<file path="config.mk">
export PLATFORM = sky130hd
export DESIGN_NAME = mouse_joystick
export DESIGN_NICKNAME = d
export VERILOG_FILES = /design/src/common/beeb_pkg.sv /design/src/hdl/mouse_joystick.sv
export VERILOG_INCLUDE_DIRS = /design/src /design/src/common
export SDC_FILE = /design/constraint.sdc
export NUM_CORES = 1
export LEC_CHECK = 0
export ABC_AREA = 1
export ABC_CLOCK_PERIOD_IN_PS = 8400
export BUFFER_PORTS_ARGS = -buffer_cell sky130_fd_sc_hd__buf_2
export CAP_MARGIN = 30
export CORE_AREA = 5 5 81 83
export CTS_BUF_LIST = sky130_fd_sc_hd__clkbuf_16
export CTS_CLUSTER_SIZE = 40
export DETAILED_ROUTE_END_ITERATION = 10
export DIE_AREA = 0 0 86 88
export SYNTH_ARGS = -nofsm -noshare
export SYNTH_HDL_FRONTEND = slang
export SYNTH_SLANG_ARGS = --single-unit
</file>
<file path="constraint.sdc">
create_clock -name clk_sys -period 8.4 [get_ports clk_sys]
set_clock_uncertainty 0.2 [all_clocks]
set_input_delay 0.42 -clock clk_sys [delete_from_list [all_inputs] [get_ports clk_sys]]
set_output_delay 0.42 -clock clk_sys [all_outputs]
set_load 0.05 [all_outputs]
</file>
<file path="src/common/beeb_config.svh">
`ifndef BEEB_CONFIG_SVH
`define BEEB_CONFIG_SVH

// ==================================================
// memory geometry
// ==================================================

// address bits inside one 16 KB bank
`define BEEB_SLOT_BITS 14

// physical ROM slots behind the bank map
`define BEEB_ROM_SLOTS 16

// physical ROM address, slot plus offset
`define BEEB_ROM_ADDR_BITS 18

// cpu-side external address, top bit selects RAM
`define BEEB_BUS_ADDR_BITS 19

// ram depth, 13 banks of 16 KB
`define BEEB_RAM_BYTES 212992

// ==================================================
// mouse and sd activity
// ==================================================

// per-packet motion clamp
`define BEEB_MOUSE_STEP 10

// cycles the activity light stays on after the last toggle
`define BEEB_ACT_TIMEOUT 64

`endif

</file>
<file path="src/common/beeb_pkg.sv">
`include "beeb_config.svh"

package beeb_pkg;

	// ==================================================
	// host configuration
	// ==================================================

	// filing-system choice, in menu order
	typedef enum logic [2:0] {
		mmfs_v1,
		mmfs_v2,
		dfs,
		mmfs_v1_dfs,
		mmfs_v2_dfs
	} fs_sel_t;

	typedef struct packed {
		logic    model_m128;
		fs_sel_t fs_sel;
		logic    mouse_joy_en;
	} host_cfg_t;

	// ==================================================
	// memory side
	// ==================================================

	// rom image loader, one byte per strobe
	typedef struct packed {
		logic                             wr;
		logic [`BEEB_ROM_ADDR_BITS-1:0]   addr;
		logic [7:0]                       data;
	} rom_load_t;

	// external bus from the cpu core
	typedef struct packed {
		logic                             we_n;
		logic [`BEEB_BUS_ADDR_BITS-1:0]   addr;
		logic [7:0]                       wdata;
	} mem_req_t;

	// ==================================================
	// mouse and joystick
	// ==================================================

	// ps/2 style packet, stb flips on every new packet
	typedef struct packed {
		logic       stb;
		logic [7:0] dy;
		logic [7:0] dx;
		logic [1:0] ovf;
		logic       sign_y;
		logic       sign_x;
		logic [3:0] btn;
	} mouse_pkt_t;

	typedef struct packed {
		logic [15:0] btn;
		logic [7:0]  x;
		logic [7:0]  y;
	} joy_in_t;

	// emulator-facing analog stick
	typedef struct packed {
		logic [7:0] x;
		logic [7:0] y;
		logic       fire_n;
	} axis_t;

endpackage

</file>
<file path="src/hdl/mouse_joystick.sv">
`timescale 1ns/10ps

`include "beeb_config.svh"

module mouse_joystick (
	input  logic                   clk_sys,
	input  logic                   reset,
	input  logic                   enable,
	input  beeb_pkg::mouse_pkt_t   mouse,
	input  beeb_pkg::joy_in_t      joy,
	output beeb_pkg::axis_t        axis
);

	localparam logic signed [8:0] step_max = `BEEB_MOUSE_STEP;
	localparam logic signed [8:0] pos_max  = 9'sd127;
	localparam logic signed [8:0] pos_min  = -9'sd128;

	logic              stb_prev;
	logic              emu;
	logic signed [8:0] mx;
	logic signed [8:0] my;
	logic signed [8:0] mdx;
	logic signed [8:0] mdy;
	logic signed [8:0] mdx_c;
	logic signed [8:0] mdy_c;
	logic signed [8:0] nmx;
	logic signed [8:0] nmy;
	logic              leave_emu;

	// ==================================================
	// motion
	// ==================================================

	// sign bit plus 8-bit magnitude field
	assign mdx = {mouse.sign_x, mouse.dx};
	assign mdy = {mouse.sign_y, mouse.dy};

	// clamp to one step per packet
	assign mdx_c = (mdx > step_max) ? step_max : (mdx < -step_max) ? -step_max : mdx;
	assign mdy_c = (mdy > step_max) ? step_max : (mdy < -step_max) ? -step_max : mdy;

	// screen y grows downward but stick y grows upward
	assign nmx = mx + mdx_c;
	assign nmy = my - mdy_c;

	// real pad use or menu off drops back to pass-through
	assign leave_emu = reset || !enable || (|joy.btn);

	always_ff @(posedge clk_sys) begin
		stb_prev <= mouse.stb;
		if (leave_emu) begin
			emu <= 1'b0;
			mx <= '0;
			my <= '0;
		end else if (stb_prev != mouse.stb) begin
			emu <= 1'b1;
			// saturate to signed byte range
			mx <= (nmx < pos_min) ? pos_min : (nmx > pos_max) ? pos_max : nmx;
			my <= (nmy < pos_min) ? pos_min : (nmy > pos_max) ? pos_max : nmy;
		end
	end

	// ==================================================
	// output
	// ==================================================

	// signed position inverted onto the byte scale around 127
	always_comb begin
		if (emu) begin
			axis.x = 8'd127 - mx[7:0];
			axis.y = 8'd127 - my[7:0];
			axis.fire_n = !(|mouse.btn[1:0]);
		end else begin
			axis.x = 8'd127 - joy.x;
			axis.y = 8'd127 - joy.y;
			axis.fire_n = !joy.btn[4];
		end
	end

	// accumulated position never escapes the byte range
	a_pos_range : assert property (@(posedge clk_sys) disable iff (reset)
		(mx >= pos_min) && (mx <= pos_max) && (my >= pos_min) && (my <= pos_max));

endmodule

</file>
==> flow_metrics.py <==
metrics = {
    "status": {
        "outcome": "finished clean",
    },
    "routing": {
        "drc": 0,
        "drt_iter0_markers": 53,
        "detail_route.wirelength_mm": 5.34,
        "vias": 2222,
        "wl_met2_mm": 2.82,
        "avgViaCountPerCell": 4.76,
        "wl_met1_mm": 2.31,
        "wl_per_cell_um": 11.4,
        "highest_layer": "met4",
        "dr.pass1.iters": 4,
        "ant_nets": 0,
        "wl_met3_um": 199,
    },
    "setup_path": {
        "cp_slowest_cell": "fa_1",
        "setup.worst_path.class": "input port to flop",
        "worstReg2RegStart": "mx[0]$_SDFFE_PP0P_",
        "crit_buf_inv": 6,
        "rr_worst_depth": 12,
        "cp-start-kind": "input port",
        "startpoint": "mouse[21]",
        "end_kind": "flop",
        "cp_top_family": "simple AND/OR/NAND/NOR gates",
        "crit_arrival_ns": 3.05,
        "cp_data_required_time_ns": 8.37,
        "cp.depth": 22,
        "cp_max_fo": 7,
        "cp_cell_sequence": "buf_2 -> inv_2 -> nor3_1 -> o2111ai_1 -> ha_1 -> inv_1 -> nand2_1 -> nor2_1 -> ha_1 -> inv_1 -> fa_1 -> nand3_1 -> nand2_2 -> nand2_1 -> nand3_2 -> inv_1 -> nand2_4 -> nand3_2 -> nand2_2 -> inv_4 -> nand2_1 -> a21oi_2",
        "slowest_delay_ns": 0.40,
    },
    "timing": {
        "hold_viol_final": 0,
        "worstMarginPinSlew_ns": 0.697,
        "period_minus_slack_ns": 3.08,
        "rsz0062_at_grt": "false",
        "setup_viol": 0,
        "fmax_mhz": 324,
        "hold-worst-slack_ns": 0.0821,
        "slew_headroom_pct": 53.4,
        "fin_setup_tns_ns": 0,
        "finalMaxSlewViolations": 0,
        "min_period_over_period_pct": 36.7,
    },
    "floorplanning": {
        "ioPinCount": 77,
        "design.core.area_um2": 5780,
        "fp-row-count": 28,
        "die_height_um": 88,
        "start_util_pct": 37.3,
        "die_width_um": 86,
        "die_area_um2": 7570,
    },
    "placement": {
        "place_congestion": 0.772,
        "portBuffers": 72,
        "hpwl_mm": 4.51,
    },
    "synthesis": {
        "synth_top_area_share_pct": 18.6,
        "synth_compound_area_share_pct": 14.7,
        "synth-simple-area-share_pct": 35.5,
        "synthFlopType": "dfxtp_1",
        "yosysMostFrequentCell": "nand2_1",
        "synth-edff-count": 0,
        "syn_area_per_cell_um2": 6.77,
        "muxShareOfSynthArea_pct": 6.03,
        "yosysTopAreaCell": "dfxtp_1",
        "yosysSeqAreaShare_pct": 18.6,
        "synth.net_count": 399,
        "synth_xor_area_share_pct": 4.06,
        "ys_seq_elements": 20,
        "synth_top_family_by_area": "simple AND/OR/NAND/NOR gates",
        "async_flop_share_pct": 0,
        "synth.distinct_cells": 35,
        "synth_common_cells": "nand2_1 (100), inv_1 (37), a21oi_1 (21)",
        "synth_area_um2": 2160,
        "synth_warnings": 0,
        "synthCells": 319,
        "netlist_top_cells_area": "dfxtp_1 (19%), nand2_1 (17%), ha_1 (10%), inv_1 (6.4%), mux2i_1 (6.0%)",
        "synth_fa_ha_area_share_pct": 12.3,
    },
    "clock_network": {
        "post_cts_resized": 0,
        "cts.sinks": 20,
        "clockRootBuffer": "clkbuf_16",
        "cts_tree": "yes",
        "cts_buffer_depth": 2,
        "cts-htree-levels": 1,
        "cts_buffers": 3,
        "post-cts-setup-buffers": 0,
        "clk-insertion-delay-late_ns": 0.25,
        "cts_hold_buf": 0,
        "clk_pin_slew_worst_paths_ns": 0.06,
    },
    "grt": {
        "grt_util_all_layers_pct": 14.7,
        "antenna_found_initial": 0,
        "grt_first_pass_wirelength_mm": 9.29,
        "grt_overflow": 0,
        "grt_start_max_net_pins": 21,
        "grt_pass1_vias": 2232,
    },
    "power": {
        "p_switching_uw": 93.2,
        "power_frac_clock_pct": 35.5,
        "ir_drop_mv": 0.0666,
        "combPwrFrac_pct": 30.9,
        "p_sw_share_pct": 32.9,
        "seqPwrFrac_pct": 33.6,
        "p_per_area_nw_per_um2": 106,
        "p_int_uw": 190,
        "power_leakage_uw": 0.00135,
    },
    "finish": {
        "fin_nets": 473,
        "n_fill_cell": 639,
        "post_route_cells_drive_above_1_share_pct": 30.4,
        "antenna_cells": 0,
        "area_delta_synth_final_pct": 24.2,
    },
    "worst_hold_path": {
        "hold_path.class": "input port to flop",
        "hold_path_depth": 1,
        "min_from": "mouse[24]",
    },
    "flow_run": {
        "max_cap_violations": 0,
    },
}
==> layout by cell type, fill, tap and decap left out, drive strengths merged, types with 2 or more instances in the layout <==
master,n
clkbuf,3
xor2,5
nand3,22
mux2i,13
o21ai,9
nor2,9
nor3,5
a31oi,3
nand4,3
buf,73
ha,18
nand2,114
dfxtp,20
nor4,3
inv,43
a21oi,33
nand3b,2
fa,2
xnor2,5
==> path summary, 6_finish.rpt <==
| check | end | slack [ns] |
|---|---|---|
| worst max-delay path | my[2]$_SDFFE_PP0P_ | 5.32 |
| worst min-delay path | stb_prev$_DFF_P_ | 0.08 |
| worst max register to register | mx[0]$_SDFFE_PP0P_ | 6.11 |
| worst min register to register | my[0]$_SDFFE_PP0P_ | 0.28 |
==> stage by stage <==
step | area, um^2 | instances | power (uW) | utilization, % | setup WS (ns)
3_5_place_dp | 2590 | 462 | 186 | 44.8 | 5.01
4_1_cts | 2670 | 466 | 286 | 46.1 | 5.27
3_3_place_gp | 2590 | 462 | 185 | 44.8 | 5.03
5_1_grt | 2680 | 467 | 301 | 46.4 | 5.03
2_1_floorplan | 2160 | 319 | 160 | - | 5.46
6_report | 2680 | 467 | 283 | 46.4 | 5.32
==> routing by layer <==
layer / global-route usage (%) / up-vias
met5: 0 / -
met4: 2.16 / 0
met3: 1.88 / 2
met2: 28.3 / 31
met1: 17.7 / 993
li1: - / 1196
==> registers in the layout (all words and copies together) (netlist names) <==
| signal | cells |
|---|---|
| my | 9 |
| stb_prev | 1 |
| emu | 1 |
| mx | 9 |
==> worst register-to-register path: cells and delay by family (launching register included) <==
family                     cells  cell delay, ns
and+or+nand+nor                9            0.93
adders and majority gates      2            0.64
DFF                            1            0.34
AOI/OAI and AO/OA              1            0.06
==> layout make-up <==
cell class                      instances  area, um^2  area share [%]
Multi-Input combinational cell        252        1570            58.4
Clock inverter                          1        3.75           0.140
Inverter                               43         166            6.21
Tap cell                               75        93.8            3.50
Sequential cell                        20         400            14.9
Timing Repair Buffer                   73         375            14.0
Clock buffer                            3        75.1            2.80
==> power by group through the flow <==
stage	clock (uW)	sequential (uW)	combinational, uW
after global routing	107	95.1	98.5
after global placement	0	97.3	87.2
after detailed placement	0	97.3	88.5
final	100	95.2	87.4
after floorplan	0	97.3	62.2
after CTS	102	95.2	88.6
==> cells by family (layout without fill, tap and decap cells) <==
logic type	Yosys count	in the layout
flops	20	20
simple gates	159	159
xor+xnor	10	10
compound gates	50	50
mux	13	13
fa+ha+maj	20	20
buf+inv	47	120
No activity file was read; power rests on OpenSTA's default activity.
