`src/common/beeb_config.svh`:
```
`ifndef BEEB_CONFIG_SVH
`define BEEB_CONFIG_SVH

// ==================================================
// memory geometry
// ==================================================

// address bits inside one 16 KB bank
`define BEEB_SLOT_BITS 14

// physical ROM slots behind the bank map
`define BEEB_ROM_SLOTS 16

// physical ROM address, slot plus offset
`define BEEB_ROM_ADDR_BITS 18

// cpu-side external address, top bit selects RAM
`define BEEB_BUS_ADDR_BITS 19

// ram depth, 13 banks of 16 KB
`define BEEB_RAM_BYTES 212992

// ==================================================
// mouse and sd activity
// ==================================================

// per-packet motion clamp
`define BEEB_MOUSE_STEP 10

// cycles the activity light stays on after the last toggle
`define BEEB_ACT_TIMEOUT 64

`endif

```
`src/hdl/activity_timer.sv`:
```
`timescale 1ns/10ps

`include "beeb_config.svh"

module activity_timer (
	input  logic clk_sys,
	input  logic reset,
	input  logic mosi,
	input  logic miso,
	output logic active
);

	localparam int timeout = `BEEB_ACT_TIMEOUT;
	localparam int cw      = $clog2(timeout + 1);

	logic          mosi_prev;
	logic          miso_prev;
	logic          toggle;
	logic [cw-1:0] count;

	// edge history of both spi data lines
	always_ff @(posedge clk_sys) begin
		mosi_prev <= mosi;
		miso_prev <= miso;
	end

	assign toggle = (mosi_prev ^ mosi) || (miso_prev ^ miso);

	// ==================================================
	// retriggerable count
	// ==================================================

	// parks at the timeout with the light off
	always_ff @(posedge clk_sys) begin
		if (reset) begin
			count <= cw'(timeout);
		end else if (toggle) begin
			count <= '0;
		end else if (count < cw'(timeout)) begin
			count <= count + 1'b1;
		end
	end

	assign active = (count < cw'(timeout));

	// count parks at the timeout and never runs past it
	a_count_bound : assert property (@(posedge clk_sys) disable iff (reset)
		count <= cw'(timeout));

endmodule

```
`config.mk`:
```
export PLATFORM = sky130hd
export DESIGN_NAME = activity_timer
export DESIGN_NICKNAME = d
export VERILOG_FILES = /design/src/hdl/activity_timer.sv
export VERILOG_INCLUDE_DIRS = /design/src /design/src/common
export SDC_FILE = /design/constraint.sdc
export NUM_CORES = 1
export LEC_CHECK = 0
export BUFFER_PORTS_ARGS = -buffer_cell sky130_fd_sc_hd__buf_4
export CAP_MARGIN = 20
export CORE_AREA = 2 2 39 41
export DETAILED_ROUTE_END_ITERATION = 10
export DIE_AREA = 0 0 41 43
export GPL_TIMING_DRIVEN = 0
export PLACE_DENSITY = 0.5
export SYNTH_ARGS = -nofsm -noshare
export SYNTH_HDL_FRONTEND = slang
export SYNTH_SLANG_ARGS = --single-unit
```
`constraint.sdc`:
```
create_clock -name clk_sys -period 1 [get_ports clk_sys]
set_input_delay 0.05 -clock clk_sys [delete_from_list [all_inputs] [get_ports clk_sys]]
set_output_delay 0.05 -clock clk_sys [all_outputs]
set_load 0.01 [all_outputs]
```
==> impl_results.md, run 1 <==
* Clock Tree Buf Depth at 2
* Final Hold Vio Count at 0
* Number of remaining DRC errors at 0
* Die height at 43 µm
* Worst vdd ir at 484 µV
* FF+latch area at 183 µm²
* Final wirelength at 591 µm
* I/O Buffers at 4
* TNS Setup at -534 ps
* CP Capture Type: flip-flop
* Kind of critical path: reg2reg
* Worst-path fanout max at 6
* Flop2flop setup slack at -90 ps
* Final setup vio count at 6
* Power Total at 0.722 mW
* Worst Tran Pin Value at 188 ps
* RSZ-0062 raised after global routing: yes
* Post-detail-place hpwl at 432 µm
* CP max stage cell: or3_1
* Syn. warnings at 0
* Die width at 41 µm
* R2r startpoint: miso_prev
* Most common cell after layout, fill and taps aside: dfxtp_1
* GP Congestion at 0.667
* Worst EP arrival at 1290 ps
* N_diodes at 0
* Area taken by multi-input logic gates at 181 µm²
* Vias in the first global route at 246
* Crit share post-route at 109%
* Failing checks: setup timing
* Synth Register Bits at 9
* Worst Hold Path Cells at 4
* Syn avg cell area at 9.87 µm²
* GRT overflow at 0
* Slew HR at 87.4%
* CTS sink count at 9
* TritonRoute pass-1 iters at 4
* Site row count at 14
* FMAX at 916 MHz
* Clk slew on worst S/H paths at 60 ps
* Via Count at 278
* Share of cells above drive strength 1 at 27.1%
* Lkg Pwr at 0.189 nW
* Startpoint type of the worst setup path: flip-flop
* Die area at 0.00176 mm²
* TritonCTS clock tree: yes
* Core area at 0.00138 mm²
* IO Pins at 5
* Sw frac at 22.0%
* Fill cells at 142
* Total CTS buffers at 3
* Min-Delay Endpoint: count[6]
* First-pass GRT wire length at 917 µm
* Skew final at 0.901 ps
* Max stage delay on crit path at 360 ps
* Switching Power at 0.159 mW
* MaxCap Viol Count at 0
* Synthesized Nets at 42
* H-tree depth at 1
* Hold_sp: mosi
* Drt initial violations at 3
* Vias per cell at 4.34
* Post-CTS setup buffer count at 0
* Drt wl/cell at 9.23 µm
* Initial core utilization at 26.4%
* Flop pwr share at 52.7%
* Netlist cell types at 17
* Pint at 0.563 mW
* Reg2Reg Depth at 4
* Max Slew Vio Count at 0
* CP Cell Sequence: xor2_1, or3_1, buf_6, nor2_2
* Pwr dens at 1490 mW/mm²
* Minimum clock period at 1090 ps
* Layout Area Growth over Synthesis at 32.9%
* Sequential share of the synthesized area at 49.3%
* Clock Power Share at 38.4%
* Largest net degree at the start of global routing at 8
* Comb power frac at 8.9%
* CP Data Required Time at 1200 ps
* Minimum setup slack in the final design at -92.0 ps
* Worst r2r dst: count[3]
* Initial antenna violation count at 0
* Clk_lat worst skew at 250 ps
* Post-Syn Area at 365 µm²
* Root buf cell: clkbuf_4
* Detail Route Antenna Nets at 0
* Hold Path Class: in2reg
* Most frequent cells in the layout: 7 x dfxtp_1, 5 x xor2_1, 5 x nor2_1
* GRT Overall Usage at 8.37%
* Status: complete, but fails checks
* Mapped Cells at 37
* Fin nets at 54
critical path, delay by kind of cell, from the launching register on:
family,cells,cell delay (ps)
XOR/XNOR,1,140
AND/OR/NAND/NOR,2,450
buffers and inverters,1,140
flip-flops,1,310
routing by layer:
metal  vias up  wire (µm)  share of wire (%)  global-route usage, %
met4         0         10                1.7                   10.0
met3         2         33                5.6                   3.14
li1        145          -                  -                      -
met5         -          0                  0                      0
met2         7        279                 47                   10.3
met1       124        268                 45                   9.45
what timing repair did:
| item | in CTS | in global routing |
|---|---|---|
| endpoints found under the hold margin | 3 | 0 |
| gates cloned | 0 | 0 |
| hold buffers | 3 | 0 |
| endpoints found under the setup margin | 6 | 8 |
| pin swaps | 0 | 1 |
| gates resized for setup | 2 | 4 |
through the flow:
step	cells	utilization, %	area, µm²	hold WS, ps	worst slack, ps
global route	64	35.1	485	173	-153
global placement	57	30.0	415	170	-102
floorplan	37	-	365	77.7	-46.5
detailed placement	57	30.0	415	171	-111
CTS	64	34.5	478	160	-110
finish	64	35.1	485	167	-92.0
sequential cells by signal (all words and copies together) (netlist names):
name and flops:
miso_prev 1, mosi_prev 1, count 7
synthesized netlist by cell type, drive strengths merged:
| library cell | n | area (µm²) |
|---|---|---|
| buf | 1 | 5.00 |
| nand4b | 2 | 17.5 |
| a21o | 1 | 7.51 |
| nand2 | 1 | 3.75 |
| nand3 | 1 | 5.00 |
| mux2i | 1 | 10.0 |
| o21ai | 2 | 10.0 |
| inv | 1 | 3.75 |
| xnor2 | 1 | 8.76 |
| or3 | 2 | 12.5 |
| nand3b | 1 | 7.51 |
| nor2 | 6 | 22.5 |
| nor2b | 1 | 6.26 |
| xor2 | 5 | 43.8 |
| a21oi | 1 | 8.76 |
| ha | 1 | 12.5 |
| dfxtp | 9 | 180 |
power by group through the flow:
| stage | sequential (mW) | combinational (mW) | clock [mW] |
|---|---|---|---|
| final | 0.380 | 0.0643 | 0.277 |
| after global routing | 0.381 | 0.0714 | 0.302 |
| after CTS | 0.378 | 0.0645 | 0.294 |
| after detailed placement | 0.387 | 0.0519 | 0 |
| after global placement | 0.387 | 0.0513 | 0 |
| after floorplan | 0.385 | 0.0308 | 0 |
worst max-delay path by stage:
stage | from | endpoint | slack [ps] | cells past startpoint
after floorplan | miso_prev | count[5] | -50 | 4
after global placement | miso_prev | count[5] | -100 | 4
after detailed placement | miso_prev | count[3] | -110 | 4
after CTS | miso_prev | count[3] | -110 | 4
after global routing | miso_prev | count[1] | -150 | 4
final | miso_prev | count[3] | -90 | 4
logic make-up (layout without fill, tap and decap cells):
family	after synthesis	after routing	synth area share, %
buffers and inverters	2	13	2.39
muxes	1	1	2.74
and+or+nand+nor	14	14	20.5
xor gates and xnor gates	6	6	14.4
DFF	9	9	49.3
AOI/OAI and AO/OA	4	4	7.19
adders and majority gates	1	1	3.42
final cells by class:
cell class | instances | share of cell area [%]
sequential | 9 | 37.6
timing repair buffer | 7 | 12.4
multi-input combinational | 26 | 37.4
buffer | 1 | 2.32
inverter | 1 | 0.773
tap | 16 | 4.12
clock buffer | 4 | 5.41
Note: power is estimated with default switching activity, not from simulation.
==> run 2, diff against run 1 <==
--- a/config.mk
+++ b/config.mk
@@ -13,6 +13,7 @@
 export DIE_AREA = 0 0 41 43
 export GPL_TIMING_DRIVEN = 0
 export PLACE_DENSITY = 0.5
+export SKIP_CTS_REPAIR_TIMING = 1
 export SYNTH_ARGS = -nofsm -noshare
 export SYNTH_HDL_FRONTEND = slang
 export SYNTH_SLANG_ARGS = --single-unit
==> run 2 against run 1 <==
  * The run ends with hold timing, setup timing left
  * Final area shrank 2.1%
  * Combinational power shrank 5.3%
  * Routed wire length shrank 2.0%
  * Critical path depth is the same
  * Maximum frequency is essentially flat
  * Cell count shrank 1.6%
  * Sequential share of layout area grew 0.79 points
  * Worst hold slack lost 200 ps
  * Core utilization shrank 0.72 points
  * Critical path type unchanged
  * Highest routed layer unchanged
==> impl_results.md, run 2 (synthesis results as in run 1) <==
* Hold_sp: reset
* CP Cell Sequence: xor2_1, or3_1, buf_6, nor2_2
* Via Count at 273 (-1.8%)
* CP Data Required Time at 1200 ps (about the same)
* Drt initial violations at 3 (unchanged)
* CP Capture Type: flip-flop
* Hold Path Class: in2reg
* FMAX at 916 MHz (about the same)
* Clock Tree Buf Depth at 2 (unchanged)
* Failing checks: hold timing, setup timing
* Number of remaining DRC errors at 0 (unchanged)
* Status: complete, but fails checks
* I/O Buffers at 4 (unchanged)
* Final setup vio count at 6 (unchanged)
* Final Hold Vio Count at 1 (+1)
* Worst EP arrival at 1290 ps (about the same)
* Worst vdd ir at 480 µV (-0.72%)
* Biggest register: count
* Most common cell after layout, fill and taps aside: dfxtp_1
* GRT overflow at 0 (unchanged)
* Worst Tran Pin Value at 188 ps (unchanged)
* Flop2flop setup slack at -90 ps (about the same)
* CTS sink count at 9 (unchanged)
* Final wirelength at 579 µm (-2.0%)
* Skew final at 1.09 ps (+0.185 ps)
* Share of cells above drive strength 1 at 27.7% (+0.58 points)
* Lkg Pwr at 0.184 nW (-2.2%)
* Minimum clock period at 1090 ps (-0.875 ps)
* Die width at 41 µm (unchanged)
* Kind of critical path: reg2reg
* Max stage delay on crit path at 360 ps (about the same)
* Clk slew on worst S/H paths at 60 ps (about the same)
* Core area at 0.00138 mm² (unchanged)
* N_diodes at 0 (unchanged)
* GP Congestion at 0.667 (unchanged)
* Largest net degree at the start of global routing at 8 (unchanged)
* Die height at 43 µm (unchanged)
* Worst hold-check slack at -30.6 ps (-197 ps)
* Placed Area at 415 µm² (unchanged)
* Crit share post-route at 109% (about the same)
* Layout Area Growth over Synthesis at 30.1%
* Util after Layout at 34.4% (-0.72 points)
* Initial antenna violation count at 0 (unchanged)
* IO Pins at 5 (unchanged)
* Worst-path fanout max at 6 (unchanged)
* Initial core utilization at 26.4% (unchanged)
* R2r startpoint: miso_prev
* Pwr dens at 1510 mW/mm² (+1.5%)
* Detail Route Antenna Nets at 0 (unchanged)
* Startpoint type of the worst setup path: flip-flop
* MaxCap Viol Count at 0 (unchanged)
* Vias in the first global route at 231 (-6.1%)
* Total CTS buffers at 3 (unchanged)
* TritonRoute pass-1 iters at 4 (unchanged)
* TritonCTS clock tree: yes
* Die area at 0.00176 mm² (unchanged)
* Final Cell Area at 475 µm² (-2.1%)
* RSZ-0062 raised after global routing: yes
* First-pass GRT wire length at 862 µm (-6.0%)
* Fin nets at 53 (-1.9%)
* Post-detail-place hpwl at 432 µm (unchanged)
* Max Slew Vio Count at 0 (unchanged)
* Slew HR at 87.4% (unchanged)
* Min-Delay Endpoint: count[6]
* Drt wl/cell at 9.19 µm (-0.48%)
* Vias per cell at 4.33 (-0.24%)
* CP max stage cell: or3_1
* Root buf cell: clkbuf_4
* Max FFs per register at 7 (unchanged)
* Biggest regs: count: 7 flops, miso_prev: 1 flops, mosi_prev: 1 flops
* Clk_lat worst skew at 250 ps (about the same)
* GRT Overall Usage at 7.96% (-0.40 points)
* TNS Setup at -528 ps (+5.72 ps)
* Worst r2r dst: count[3]
* Worst Hold Path Cells at 2 (-2)
* H-tree depth at 1 (unchanged)
* Minimum setup slack in the final design at -91.1 ps (+0.875 ps)
* Most frequent cells in the layout: 7 x dfxtp_1, 5 x xor2_1, 5 x nor2_1
* Reg2Reg Depth at 4 (unchanged)
* Site row count at 14 (unchanged)
-- run 2: cell count changes in the layout (fill, tap and decap cells not counted), sizes merged --
cell and delta:
dlygate4sd3 -1
-- run 2: through the flow --
step,cells,setup slack (ps),power (mW)
floorplan,37,-46.5,0.416
global placement,57,-102,0.438
detailed placement,57,-111,0.439
CTS,61,-124,0.725
global route,63,-153,0.751
finish,63,-91.1,0.718
-- run 2: cell type report --
type                            instances  area [µm²]
Buffer                                  1        11.3
Clock buffer                            4        26.3
Fill cell                             142         908
Inverter                                1        3.75
Multi-Input combinational cell         26         181
Sequential cell                         9         183
Tap cell                               16        20.0
Timing Repair Buffer                    6        50.0
-- run 2: critical path: cells and delay by family, from the launching register on --
| family | cells | cell delay [ps] |
|---|---|---|
| and+or+nand+nor | 2 | 450 |
| DFF | 1 | 310 |
| xor gates and xnor gates | 1 | 140 |
| buffers and inverters | 1 | 140 |
-- run 2: worst max path at each step --
stage / end / depth (start not counted) / start
floorplan: count[5] / 4 / miso_prev
global placement: count[5] / 4 / miso_prev
detailed placement: count[3] / 4 / miso_prev
CTS: count[3] / 4 / miso_prev
global route: count[1] / 4 / miso_prev
finish: count[3] / 4 / miso_prev
-- run 2: metal layers --
metal / vias up / track usage, % / part of all wire (%)
met2: 7 / 9.69 / 46
met3: 2 / 3.14 / 5.7
met4: 0 / 10.0 / 1.7
met1: 121 / 8.79 / 46
met5: - / 0 / 0
li1: 143 / - / -
-- run 2: where the power goes --
group          total [mW]  leakage [nW]  switching [mW]  internal, mW
Clock               0.276        0.0150           0.123         0.154
Combinational      0.0609        0.0953          0.0238        0.0371
Sequential          0.380        0.0741          0.0105         0.370
Total               0.718         0.184           0.157         0.560
==> run 3, diff against run 2 <==
--- a/config.mk
+++ b/config.mk
@@ -6,13 +6,15 @@
 export SDC_FILE = /design/constraint.sdc
 export NUM_CORES = 1
 export LEC_CHECK = 0
+export ABC_AREA = 1
 export BUFFER_PORTS_ARGS = -buffer_cell sky130_fd_sc_hd__buf_4
 export CAP_MARGIN = 20
 export CORE_AREA = 2 2 39 41
 export DETAILED_ROUTE_END_ITERATION = 10
 export DIE_AREA = 0 0 41 43
 export GPL_TIMING_DRIVEN = 0
-export PLACE_DENSITY = 0.5
+export PLACE_DENSITY = 0.54
+export RECOVER_POWER = 25
 export SKIP_CTS_REPAIR_TIMING = 1
 export SYNTH_ARGS = -nofsm -noshare
 export SYNTH_HDL_FRONTEND = slang
==> run 3 against run 2 <==
  * The run ends with hold timing left
  * Critical path type unchanged
  * Largest cell class is now multi-input gates
  * Non-clock buffer count unchanged
  * Count of clock-buffer cells in the layout is the same
  * Clock power rose by 1%
  * Setup slack better by 150 ps
  * First-iteration DRC count unchanged
==> impl_results.md, run 3 <==
* Min-Delay Endpoint: count[6]
* H-tree depth at 1 (unchanged)
* Largest net degree at the start of global routing at 7 (-1)
* Top cells by count, synth: 13 x nand2_1, 13 x nor2_1, 9 x dfxtp_1
* CP max stage cell: dfxtp_4
* Total CTS buffers at 3 (unchanged)
* Synthesized Nets at 63 (+50%)
* TritonCTS clock tree: yes
* Failing checks: hold timing
* Worst EP arrival at 1150 ps (-140 ps)
* FMAX at 1060 MHz (+15%)
* Initial core utilization at 30.5% (+4.1 points)
* Final Hold Vio Count at 1 (unchanged)
* Detail Route Antenna Nets at 0 (unchanged)
* Worst r2r dst: count[4]
* Share of cells above drive strength 1 at 29.4% (+1.8 points)
* N_diodes at 0 (unchanged)
* Minimum clock period at 946 ps (-145 ps)
* Via Count at 358 (+31%)
* Hold Path Class: in2reg
* Slew HR at 87.5% (+0.16 points)
* Dominant cells by area after synthesis: dfxtp_1 43%, nand2_1 12%, nor2_1 12%
* Status: complete, but fails checks
* Vias per cell at 4.26 (-1.6%)
* Post-synth EDFFs at 0 (unchanged)
* Root buf cell: clkbuf_4
* Power Total at 0.725 mW (+1.0%)
* Mapped Cells at 58 (+57%)
* Ys flop type: dfxtp_1
* Pwr dens at 1330 mW/mm² (-12%)
* Die width at 41 µm (unchanged)
* Site row count at 14 (unchanged)
* Biggest regs: count: 7 flops, miso_prev: 1 flops, mosi_prev: 1 flops
* MaxCap Viol Count at 0 (unchanged)
* Skew final at 2.51 ps (+1.43 ps)
* Most frequent cells in the layout: 12 x nor2_1, 12 x nand2_1, 6 x inv_1, 6 x dfxtp_1
* Post-Syn Area at 422 µm² (+15%)
* Kind of critical path: reg2reg
* Synth Register Bits at 9 (unchanged)
* Fill cells at 154 (+8.5%)
* Final setup vio count at 0 (-6)
* Max stage delay on crit path at 370 ps (about the same)
* Biggest register: count
* Worst Hold Path Cells at 3 (+1)
* Syn. warnings at 0 (unchanged)
* Share of the synthesized area in the top cell type at 42.7% (-6.6 points)
* CP Data Required Time at 1200 ps (about the same)
* TNS Setup at 0 ps (+528 ps)
* Crit share post-route at 94.6% (-15 points)
* Critical Path Most Common Cell: nand2_1
* Number of remaining DRC errors at 0 (unchanged)
* Vias in the first global route at 314 (+36%)
* Final Cell Area at 547 µm² (+15%)
* Layout Area Growth over Synthesis at 29.7%
* TritonRoute pass-1 iters at 2 (-2)
* Final wirelength at 754 µm (+30%)
* Drt initial violations at 3 (unchanged)
* Max FFs per register at 7 (unchanged)
* Worst vdd ir at 563 µV (+17%)
* Startpoint type of the worst setup path: flip-flop
* Lkg Pwr at 0.227 nW (+23%)
* Reg2Reg Depth at 7 (+3)
* I/O Buffers at 4 (unchanged)
* Cell accounting for the most synthesized area: dfxtp_1
* Sequential share of the synthesized area at 42.7% (-6.6 points)
* Flop2flop setup slack at 50 ps (+150 ps)
* Post-detail-place hpwl at 541 µm (+25%)
* CP Capture Type: flip-flop
* Syn avg cell area at 7.27 µm² (-26%)
* Core area at 0.00138 mm² (unchanged)
* GRT overflow at 0 (unchanged)
* Clk_lat worst skew at 260 ps (about the same)
* First-pass GRT wire length at 1.17 mm (+35%)
* Placed Area at 472 µm² (+14%)
* CP Cell Sequence: ha_4, inv_2, nor2_4, nand2_1, nand2_1, nand2_1, nor2_1
* Clock Tree Buf Depth at 2 (unchanged)
* Post-synth ARST share at 0% (unchanged)
* Fin nets at 74 (+40%)
* Pre-CTS worst setup slack at -20.2 ps (+91.2 ps)
* Worst-path fanout max at 3 (-3)
* Worst hold-check slack at -3.36 ps (+27.3 ps)
* Die height at 43 µm (unchanged)
* CTS sink count at 9 (unchanged)
* Initial antenna violation count at 0 (unchanged)
* GP Congestion at 0.734 (+10%)
* Minimum setup slack in the final design at 54.1 ps (+145 ps)
* Hold_sp: reset
* Die area at 0.00176 mm² (unchanged)
* Netlist cell types at 15 (-2)
* Max Slew Vio Count at 0 (unchanged)
* IO Pins at 5 (unchanged)
* Worst Tran Pin Value at 187 ps (-0.576 ps)
* R2r startpoint: count[0]
* Drt wl/cell at 8.98 µm (-2.3%)
* GRT Overall Usage at 9.97% (+2.0 points)
* Clk slew on worst S/H paths at 60 ps (about the same)
[run 3: per-stage QoR]
stage,instances,hold slack (ps),util (%)
6_report,84,-3.36,39.5
5_1_grt,84,0.0207,39.5
4_1_cts,82,-101,36.0
3_5_place_dp,78,173,34.1
3_3_place_gp,78,173,34.1
2_1_floorplan,58,77.7,-
[run 3: layer usage]
| layer | part of all wire (%) | GRT usage, % | vias to the layer above |
|---|---|---|---|
| met5 | 0 | 0 | - |
| met4 | 0 | 2.00 | 0 |
| met3 | 4.9 | 7.85 | 0 |
| met2 | 51 | 14.1 | 6 |
| met1 | 44 | 11.7 | 159 |
| li1 | - | - | 193 |
[run 3: power by group]
| group | switching [mW] | internal (mW) |
|---|---|---|
| combinational | 0.0406 | 0.0353 |
| clock | 0.126 | 0.154 |
| sequential | 0.00552 | 0.363 |
| total | 0.172 | 0.552 |
[run 3: worst max-delay path, delay by kind of cell (launching register included)]
family,cells,cell delay [ps]
and+or+nand+nor,5,360
DFF,1,370
buffers and inverters,1,40
adders and majority gates,1,130
[run 3: how the worst max path moves through the flow]
stage               startpoint  endpoint  cells past startpoint  slack [ps]
finish                count[0]  count[4]                      7          50
global route         mosi_prev  count[3]                      6          -5
CTS                   count[0]  count[4]                      7         -40
detailed placement    count[0]  count[4]                      7         -20
global placement      count[0]  count[4]                      7           1
floorplan             count[0]  count[2]                      5          60
[run 3: cell type report]
type                            instances  area (µm²)  share of cell area, %
Tap cell                               16        20.0                   3.66
Sequential cell                         9         189                   34.6
Timing Repair Buffer                    6        42.5                   7.78
Clock buffer                            4        26.3                   4.81
Multi-Input combinational cell         39         224                   41.0
Buffer                                  1        11.3                   2.06
Inverter                                9        33.8                   6.18
[run 3: kinds of logic after synthesis]
family	count (synthesis)	synth area share, %
AND/OR/NAND/NOR	34	35.9
buffers and inverters	10	10.7
flip-flops	9	42.7
multiplexers	1	2.37
XOR/XNOR	2	4.16
adder cells (fa/ha/maj)	1	2.97
AO/OA/AOI/OAI	1	1.19
